File: src/verilog/hififo_pkg.sv
// shared TLP opcodes, register indices and sizing constants for the bridge

package hififo_pkg;

   // stream beat width
   localparam int DATA_W = 64;

   // user FIFO sizing, in 32-bit words
   localparam int FIFO_DEPTH = 16;
   localparam int FIFO_AW = 4;

   // returned by a read of REG_ID
   localparam logic [31:0] BRIDGE_ID = 32'h4846_0001;

   // bit 0 FIFO became non-empty, bit 1 write lost to overflow
   localparam int NUM_INT = 2;

   // fmt/type byte of header DW0
   typedef enum logic [7:0]
   {
      MRD32 = 8'h00,
      MWR32 = 8'h40,
      CPLD  = 8'h4A
   } tlp_kind_e;

   // register index, address bits 6:3
   typedef enum logic [3:0]
   {
      REG_INT_STATUS  = 4'd0,
      REG_ID          = 4'd1,
      REG_RESET_SET   = 4'd3,
      REG_RESET_CLEAR = 4'd4,
      REG_FIFO_DATA   = 4'd8,
      REG_FIFO_STATUS = 4'd9
   } reg_addr_e;

endpackage

File: src/verilog/pcie_rx.sv
// receive decoder for 3-DW memory write and memory read request TLPs

`timescale 1ns/1ps

module pcie_rx
  (
   input                               clock,
   input                               pci_reset,
   input                               tvalid,
   input                               tlast,
   input        [hififo_pkg::DATA_W-1:0] tdata,
   input                               rr_ready,
   output logic                        wr_strobe,
   output hififo_pkg::reg_addr_e       wr_index,
   output logic [31:0]                 wr_data,
   output logic                        rr_valid,
   output hififo_pkg::reg_addr_e       rr_index,
   output logic [23:0]                 rr_rid_tag,
   output logic [6:0]                  rr_lower_addr
   );

   typedef enum logic
   {
      HEADER,
      ADDRESS
   } rx_state_e;

   rx_state_e             state;
   hififo_pkg::tlp_kind_e kind;
   logic [23:0]           hdr_rid_tag;

   // header fields, captured on beat 0
   always_ff @(posedge clock)
   begin
      if (tvalid && (state == HEADER))
      begin
         kind <= hififo_pkg::tlp_kind_e'(tdata[31:24]);
         // requester ID and tag from DW1
         hdr_rid_tag <= tdata[63:40];
      end
   end

   always_ff @(posedge clock)
   begin
      if (pci_reset)
         state <= HEADER;
      else if (tvalid)
      begin
         case (state)
            HEADER:
            begin
               if (!tlast)
                  state <= ADDRESS;
            end
            ADDRESS:
            begin
               // anything longer is skipped here until tlast
               if (tlast)
                  state <= HEADER;
            end
            default:
               state <= HEADER;
         endcase
      end
   end

   // one strobe per memory write
   always_ff @(posedge clock)
   begin
      if (pci_reset)
         wr_strobe <= 1'b0;
      else
         wr_strobe <= tvalid && (state == ADDRESS) && (kind == hififo_pkg::MWR32);
   end

   always_ff @(posedge clock)
   begin
      if (tvalid && (state == ADDRESS))
      begin
         wr_index <= hififo_pkg::reg_addr_e'(tdata[6:3]);
         wr_data <= tdata[63:32];
      end
   end

   // single request slot, a read arriving while it is full is dropped
   always_ff @(posedge clock)
   begin
      if (pci_reset)
         rr_valid <= 1'b0;
      else if (rr_valid)
      begin
         if (rr_ready)
            rr_valid <= 1'b0;
      end
      else if (tvalid && (state == ADDRESS) && (kind == hififo_pkg::MRD32))
         rr_valid <= 1'b1;
   end

   always_ff @(posedge clock)
   begin
      if (!rr_valid && tvalid && (state == ADDRESS) && (kind == hififo_pkg::MRD32))
      begin
         rr_index <= hififo_pkg::reg_addr_e'(tdata[6:3]);
         rr_rid_tag <= hdr_rid_tag;
         // DW aligned, byte enables are always 4'hF
         rr_lower_addr <= {tdata[6:2], 2'b00};
      end
   end

endmodule

File: src/verilog/hififo_regs.sv
// control registers, interrupt status and request, read completion data mux

`timescale 1ns/1ps

module hififo_regs
  (
   input                                clock,
   input                                pci_reset,
   input                                wr_strobe,
   input  hififo_pkg::reg_addr_e        wr_index,
   input        [31:0]                  wr_data,
   input                                rr_valid,
   input  hififo_pkg::reg_addr_e        rr_index,
   input        [23:0]                  rr_rid_tag,
   input        [6:0]                   rr_lower_addr,
   output logic                         rr_ready,
   input        [hififo_pkg::NUM_INT-1:0] int_events,
   input        [31:0]                  fifo_status,
   output logic                         fifo_reset,
   output logic                         interrupt,
   input                                interrupt_rdy,
   output logic                         rc_valid,
   output logic [31:0]                  rc_data,
   output logic [23:0]                  rc_rid_tag,
   output logic [6:0]                   rc_lower_addr,
   input                                rc_ready
   );

   logic                          busy;
   logic                          read_0;
   logic                          status_read;
   logic [hififo_pkg::NUM_INT-1:0] int_status;
   hififo_pkg::reg_addr_e         req_index;

   // accept only while no completion is in flight
   assign rr_ready = rr_valid && !busy;
   assign status_read = read_0 && (req_index == hififo_pkg::REG_INT_STATUS);

   always_ff @(posedge clock)
   begin
      if (pci_reset)
         busy <= 1'b0;
      else if (rc_ready)
         busy <= 1'b0;
      else if (rr_ready)
         busy <= 1'b1;
   end

   // stage 0, request captured
   always_ff @(posedge clock)
   begin
      if (pci_reset)
         read_0 <= 1'b0;
      else
         read_0 <= rr_ready;
   end

   always_ff @(posedge clock)
   begin
      if (rr_ready)
      begin
         req_index <= rr_index;
         rc_rid_tag <= rr_rid_tag;
         rc_lower_addr <= rr_lower_addr;
      end
   end

   // stage 1, data selected and completion raised
   always_ff @(posedge clock)
   begin
      if (pci_reset)
         rc_valid <= 1'b0;
      else if (rc_ready)
         rc_valid <= 1'b0;
      else if (read_0)
         rc_valid <= 1'b1;
   end

   always_ff @(posedge clock)
   begin
      if (read_0)
      begin
         case (req_index)
            hififo_pkg::REG_INT_STATUS:  rc_data <= 32'(int_status);
            hififo_pkg::REG_ID:          rc_data <= hififo_pkg::BRIDGE_ID;
            hififo_pkg::REG_RESET_SET:   rc_data <= {31'd0, fifo_reset};
            hififo_pkg::REG_RESET_CLEAR: rc_data <= {31'd0, fifo_reset};
            hififo_pkg::REG_FIFO_STATUS: rc_data <= fifo_status;
            default:                     rc_data <= 32'd0;
         endcase
      end
   end

   // read clears, events arriving in the same cycle are kept
   always_ff @(posedge clock)
   begin
      if (pci_reset)
         int_status <= '0;
      else if (status_read)
         int_status <= int_events;
      else
         int_status <= int_status | int_events;
   end

   always_ff @(posedge clock)
   begin
      if (pci_reset)
         interrupt <= 1'b0;
      else
         interrupt <= (|int_events) || (interrupt && !interrupt_rdy);
   end

   // FIFO held in reset until the host clears it
   always_ff @(posedge clock)
   begin
      if (pci_reset)
         fifo_reset <= 1'b1;
      else if (wr_strobe && wr_data[0])
      begin
         if (wr_index == hififo_pkg::REG_RESET_SET)
            fifo_reset <= 1'b1;
         else if (wr_index == hififo_pkg::REG_RESET_CLEAR)
            fifo_reset <= 1'b0;
      end
   end

endmodule

File: src/verilog/pio_fifo.sv
// host-to-user FIFO with show-ahead output, fill status and events

`timescale 1ns/1ps

module pio_fifo
  (
   input                                clock,
   input                                reset,
   input                                push,
   input        [31:0]                  push_data,
   input                                fifo_read,
   output logic [31:0]                  fifo_data,
   output logic                         fifo_valid,
   output logic [31:0]                  status,
   output logic [hififo_pkg::NUM_INT-1:0] events
   );

   logic [31:0]                  mem [hififo_pkg::FIFO_DEPTH];
   logic [hififo_pkg::FIFO_AW-1:0] wr_ptr;
   logic [hififo_pkg::FIFO_AW-1:0] rd_ptr;
   logic [hififo_pkg::FIFO_AW:0]   count;
   logic                         full;
   logic                         push_ok;
   logic                         pop;

   assign full = (count == (hififo_pkg::FIFO_AW + 1)'(hififo_pkg::FIFO_DEPTH));
   assign push_ok = push && !full;
   assign pop = fifo_read && fifo_valid;

   // show-ahead, head word always on the output
   assign fifo_data = mem[rd_ptr];
   assign fifo_valid = (count != '0);
   assign status = 32'(count);

   always_ff @(posedge clock)
   begin
      if (push_ok)
         mem[wr_ptr] <= push_data;
   end

   always_ff @(posedge clock)
   begin
      if (reset)
      begin
         wr_ptr <= '0;
         rd_ptr <= '0;
         count <= '0;
      end
      else
      begin
         if (push_ok)
            wr_ptr <= wr_ptr + 1'b1;
         if (pop)
            rd_ptr <= rd_ptr + 1'b1;
         case ({push_ok, pop})
            2'b10: count <= count + 1'b1;
            2'b01: count <= count - 1'b1;
            default: count <= count;
         endcase
      end
   end

   // event 0 on the first word, event 1 on a lost word
   always_ff @(posedge clock)
   begin
      if (reset)
         events <= '0;
      else
      begin
         events[0] <= push_ok && (count == '0);
         events[1] <= push && full;
      end
   end

endmodule

File: src/verilog/pcie_tx.sv
// completion formatter onto the 64-bit transmit stream

`timescale 1ns/1ps

module pcie_tx
  (
   input                                 clock,
   input                                 pci_reset,
   input        [15:0]                   pci_id,
   input                                 rc_valid,
   input        [31:0]                   rc_data,
   input        [23:0]                   rc_rid_tag,
   input        [6:0]                    rc_lower_addr,
   output logic                          rc_ready,
   input                                 tx_tready,
   output logic                          tx_tvalid,
   output logic                          tx_tlast,
   output logic [hififo_pkg::DATA_W-1:0] tx_tdata
   );

   typedef enum logic [1:0]
   {
      IDLE,
      BEAT0,
      BEAT1
   } tx_state_e;

   tx_state_e   state;
   logic [31:0] cpl_dw0;
   logic [31:0] cpl_dw1;
   logic [31:0] cpl_dw2;

   // length 1 DW
   assign cpl_dw0 = {hififo_pkg::CPLD, 8'h00, 16'h0001};
   // completer ID, successful status, byte count 4
   assign cpl_dw1 = {pci_id, 3'b000, 1'b0, 12'd4};
   assign cpl_dw2 = {rc_rid_tag, 1'b0, rc_lower_addr};

   assign tx_tvalid = (state != IDLE);
   assign tx_tlast = (state == BEAT1);
   assign rc_ready = (state == BEAT1) && tx_tready;

   always_ff @(posedge clock)
   begin
      if (pci_reset)
         state <= IDLE;
      else
      begin
         case (state)
            IDLE:
            begin
               if (rc_valid)
                  state <= BEAT0;
            end
            BEAT0:
            begin
               if (tx_tready)
                  state <= BEAT1;
            end
            BEAT1:
            begin
               if (tx_tready)
                  state <= IDLE;
            end
            default:
               state <= IDLE;
         endcase
      end
   end

   // data only advances on an accepted beat
   always_ff @(posedge clock)
   begin
      if ((state == IDLE) && rc_valid)
         tx_tdata <= {cpl_dw1, cpl_dw0};
      else if ((state == BEAT0) && tx_tready)
         tx_tdata <= {rc_data, cpl_dw2};
   end

endmodule

File: src/verilog/hififo_bridge.sv
// top level joining receive decoder, registers, user FIFO and completion formatter

`timescale 1ns/1ps

module hififo_bridge
  (
   input                                 clock,
   input                                 pci_reset,
   input        [15:0]                   pci_id,
   input                                 rx_tvalid,
   input                                 rx_tlast,
   input        [hififo_pkg::DATA_W-1:0] rx_tdata,
   output logic                          tx_tvalid,
   output logic                          tx_tlast,
   output logic [hififo_pkg::DATA_W-1:0] tx_tdata,
   input                                 tx_tready,
   output logic                          interrupt,
   input                                 interrupt_rdy,
   output logic                          fifo_reset,
   input                                 fifo_read,
   output logic [31:0]                   fifo_data,
   output logic                          fifo_valid
   );

   // register writes
   logic                  wr_strobe;
   hififo_pkg::reg_addr_e wr_index;
   logic [31:0]           wr_data;

   // read request
   logic                  rr_valid;
   logic                  rr_ready;
   hififo_pkg::reg_addr_e rr_index;
   logic [23:0]           rr_rid_tag;
   logic [6:0]            rr_lower_addr;

   // read completion
   logic                  rc_valid;
   logic                  rc_ready;
   logic [31:0]           rc_data;
   logic [23:0]           rc_rid_tag;
   logic [6:0]            rc_lower_addr;

   logic [31:0]                    fifo_status;
   logic [hififo_pkg::NUM_INT-1:0] int_events;

   pcie_rx rx_i
     (.clock(clock), .pci_reset(pci_reset),
      .tvalid(rx_tvalid), .tlast(rx_tlast), .tdata(rx_tdata),
      .rr_ready(rr_ready),
      .wr_strobe(wr_strobe), .wr_index(wr_index), .wr_data(wr_data),
      .rr_valid(rr_valid), .rr_index(rr_index),
      .rr_rid_tag(rr_rid_tag), .rr_lower_addr(rr_lower_addr));

   hififo_regs regs_i
     (.clock(clock), .pci_reset(pci_reset),
      .wr_strobe(wr_strobe), .wr_index(wr_index), .wr_data(wr_data),
      .rr_valid(rr_valid), .rr_index(rr_index),
      .rr_rid_tag(rr_rid_tag), .rr_lower_addr(rr_lower_addr), .rr_ready(rr_ready),
      .int_events(int_events), .fifo_status(fifo_status), .fifo_reset(fifo_reset),
      .interrupt(interrupt), .interrupt_rdy(interrupt_rdy),
      .rc_valid(rc_valid), .rc_data(rc_data), .rc_rid_tag(rc_rid_tag),
      .rc_lower_addr(rc_lower_addr), .rc_ready(rc_ready));

   // pushed by writes to the data register
   pio_fifo fifo_i
     (.clock(clock), .reset(fifo_reset),
      .push(wr_strobe && (wr_index == hififo_pkg::REG_FIFO_DATA)), .push_data(wr_data),
      .fifo_read(fifo_read), .fifo_data(fifo_data), .fifo_valid(fifo_valid),
      .status(fifo_status), .events(int_events));

   pcie_tx tx_i
     (.clock(clock), .pci_reset(pci_reset), .pci_id(pci_id),
      .rc_valid(rc_valid), .rc_data(rc_data), .rc_rid_tag(rc_rid_tag),
      .rc_lower_addr(rc_lower_addr), .rc_ready(rc_ready),
      .tx_tready(tx_tready), .tx_tvalid(tx_tvalid), .tx_tlast(tx_tlast),
      .tx_tdata(tx_tdata));

endmodule

File: config.mk
export PLATFORM = sky130hd
export DESIGN_NAME = hififo_bridge
export DESIGN_NICKNAME = d
export VERILOG_FILES = /design/src/verilog/hififo_pkg.sv /design/src/verilog/pcie_rx.sv /design/src/verilog/hififo_regs.sv /design/src/verilog/pio_fifo.sv /design/src/verilog/pcie_tx.sv /design/src/verilog/hififo_bridge.sv
export SDC_FILE = /design/constraint.sdc
export NUM_CORES = 1
export LEC_CHECK = 0
export BUFFER_PORTS_ARGS = -buffer_cell sky130_fd_sc_hd__buf_2
export CAP_MARGIN = 0
export CORE_MARGIN = 3
export CORE_UTILIZATION = 35
export DETAILED_ROUTE_END_ITERATION = 10
export PLACE_DENSITY = 0.51
export SLEW_MARGIN = 25
export SYNTH_ARGS = -nofsm -noshare
export SYNTH_HDL_FRONTEND = slang
export SYNTH_SLANG_ARGS = --single-unit
File: constraint.sdc
create_clock -name clock -period 5.71 [get_ports clock]
set_clock_uncertainty 0.05 [all_clocks]
set_input_delay 0.571 -clock clock [delete_from_list [all_inputs] [get_ports clock]]
set_output_delay 0.571 -clock clock [all_outputs]
set_load 0.02 [all_outputs]
==> flow_summary_export.csv <==
group,metric,value,unit
synth,yosys.area_share.simple,3.48,%
timing,hold_viol,0,
synth,synth_mux_area_share,13.6,%
clock_tree,ctsHoldBuffers,0,
critical_path,cp-end-kind,"output pin",
power_and_ir_drop,irDropWorstVdd,0.224,mV
power_and_ir_drop,powerDensity,353,nW/um2
routing,num_vias,12507,
cells_and_area,nets,1562,
critical_path,critPathMaxFanout,83,
synth,synth_area,26600,um2
floorplanning,die_h,282,um
critical_path,reg2reg_from,"fifo_i.count[2]",
power_and_ir_drop,p_total,11.1,mW
routing,wirelength,58900,um
routing,via_per_inst,5.01,
cells_and_area,final_util,41.9,%
cells_and_area,antenna_cells,0,
global_route,antenna_found_initial,1,
clock_tree,clock_sinks,726,
timing,rsz0062_at_grt,"no",
floorplanning,row_count,100,
timing,period_needed,3.69,ns
floorplanning,fp.dieArea,79500,um2
worst_hold_path,min-delay-start,"rx_tdata[27]",
clock_tree,cts-root-buf,"clkbuf_16",
synth,ys.flop_type,"edfxtp_1",
floorplanning,io_pins,188,
placed_design,dp_cells,2356,
floorplanning,core_area,74900,um2
cells_and_area,layout_common_cells,"edfxtp_1, mux4_2, buf_2",
synth,ys_seq_area_share,79.4,%
synth,syn_inst,1262,
critical_path,cpMostUsedCell,"mux4_2",
timing,setup_tns,0,ns
timing,tightest_slew,0.944,ns
run_status,outcome,"complete, no violations",
critical_path,crit_required,5.09,ns
global_route,grt_usage,15.0,%
synth,synth_enable_flop_cells,660,
clock_tree,clk_path_buf_depth,3,
global_route,first_global_vias,12965,
clock_tree,cts_setup_buffers,0,
timing,relSlewSlack,37.1,%
placed_design,port_buffers,155,
global_route,grt_pass1_wl,86500,um
critical_path,path_cells,"buf_12 -> mux4_2 -> mux4_2 -> buf_2",
synth,ys_ff_latch,726,
flow_run,drv_cap,0,
routing,drt_first_pass_iters,5,
floorplanning,start_util,35.5,%
clock_tree,cts_resized,0,
timing,max_freq,271,MHz
routing,detail_route.wl_per_cell,23.6,um
synth,syn_avg_cell_area,21.1,um2
global_route,grt_overflow,0,
synth,synthAdderAreaFrac,0.329,%
timing,slew_violations,0,
critical_path,critical_path.slowest_cell,"mux4_2",
timing,min_period_over_period,64.6,%
critical_path,crit_family,"multiplexers",
clock_tree,clk_latency,0.63,ns
critical_path,slowest_delay,0.61,ns
placed_design,gp_congestion,0.742,
critical_path,crit_type,"flip-flop to output pin",
synth,yosysWarnings,0,
clock_tree,htreeDepth,3,
critical_path,start_kind,"flip-flop",
clock_tree,clk_pin_slew,0.06,ns
synth,synth_top_family_by_area,"multiplexers",
synth,synth-xor-area-share,0.296,%
routing,ant_nets,0,
timing,finalSetupViolCount,0,
clock_tree,cts_tree,"done",
cells_and_area,drive_gt1_share,32.0,%
cells_and_area,layout_commonest_cell,"edfxtp_1",
worst_hold_path,min_path_type,"primary input to flip-flop",
floorplanning,die_width,282,um
synth,synth_compound_area_share,1.45,%
synth,async_flop_share,0,%
synth,ys_types,47,
critical_path,crit_buf_inv,2,
power_and_ir_drop,p_leak,10.1,nW
clock_tree,cts_buffers,78,
routing,drc,0,
timing,holdWs,0.0677,ns
routing,drt_iter0_markers,998,
critical_path,cp.arrival,3.07,ns
placed_design,hpwlAfterDp,33300,um
cells_and_area,layoutNonFillerInstCount,2498,
cells_and_area,syn_to_final_growth,18.0,%
global_route,grt_max_degree,84,
per-stage QoR:
step | cell area [um2] | setup slack (ns)
2_1_floorplan | 26700 | 1.42
3_3_place_gp | 28700 | 2.36
3_5_place_dp | 28800 | 2.33
4_1_cts | 31400 | 1.64
5_1_grt | 31400 | 1.82
6_report | 31400 | 2.02
final cells by class:
cell class                 instances  area (um2)
sequential                       726       21200
clock buffer                      96        2100
multi-input combinational        465        5300
fill                            6564       43500
timing repair buffer             187        1090
clock inverter                    45         543
tap                              969        1210
inverter                          10        37.5
flip-flops by register name (all words and copies together) (netlist names), 4 cells and up, named ones only:
signal / flops
regs_i.rc_rid_tag: 24
fifo_i.mem: 512
tx_i.tx_tdata: 51
rx_i.hdr_rid_tag: 24
fifo_i.rd_ptr: 4
rx_i.rr_index: 4
rx_i.kind: 8
rx_i.wr_index: 4
rx_i.wr_data: 32
fifo_i.wr_ptr: 4
rx_i.rr_rid_tag: 24
fifo_i.count: 5
regs_i.req_index: 4
regs_i.rc_data: 6
per-layer routing:
metal	wire length [um]	vias to the layer above	track usage, %
li1	-	5510	-
met1	25700	6650	20.0
met2	29700	253	25.3
met3	2290	94	2.69
met4	1290	0	4.10
met5	0	-	0
cells in the mapped netlist (all sizes together) (6+ instances only):
cell type    n  area [um2]
nor2        42         158
nand3        9        45.0
edfxtp     660       19800
dfxtp       66        1320
mux4       160        3600
clkbuf      42         158
inv         10        37.5
xor2         6        52.6
and3        13        81.3
a21oi       43         215
buf         31         186
ha           7        87.6
nor3        12        60.1
nand2      100         375
worst reg2reg max path, cell delays in order, from the launching register on:
cell,delay [ns]
dfxtp_1,0.42
nor4_1,0.57
a211oi_1,0.17
buf_4,0.21
inv_1,0.06
ha_1,0.35
xor2_1,0.12
ha_1,0.24
or3_1,0.31
a21oi_1,0.27
nor3_1,0.09
mux2i_1,0.14
o2111ai_1,0.12
worst paths after layout:
check | end | cells after the start | slack (ns)
setup / recovery | fifo_data[18] | 4 | 2.02
hold / removal | rx_i.kind[3] | 1 | 0.07
setup reg to reg | fifo_i.count[4] | 12 | 2.45
hold reg to reg | rx_i.rr_rid_tag[21] | 0 | 0.35
cell families after synthesis:
family | Yosys count
flops | 726
other cells | 1
compound gates | 67
mux | 163
xor+xnor | 9
fa+ha+maj | 7
simple gates | 206
buf+inv | 83
power breakdown:
group          switching, mW  leakage [nW]  internal [mW]
combinational         0.0622          2.31         0.0332
clock                   2.06          1.29           3.09
sequential            0.0372          6.49           5.79
Note: power is estimated with default switching activity, not from simulation.
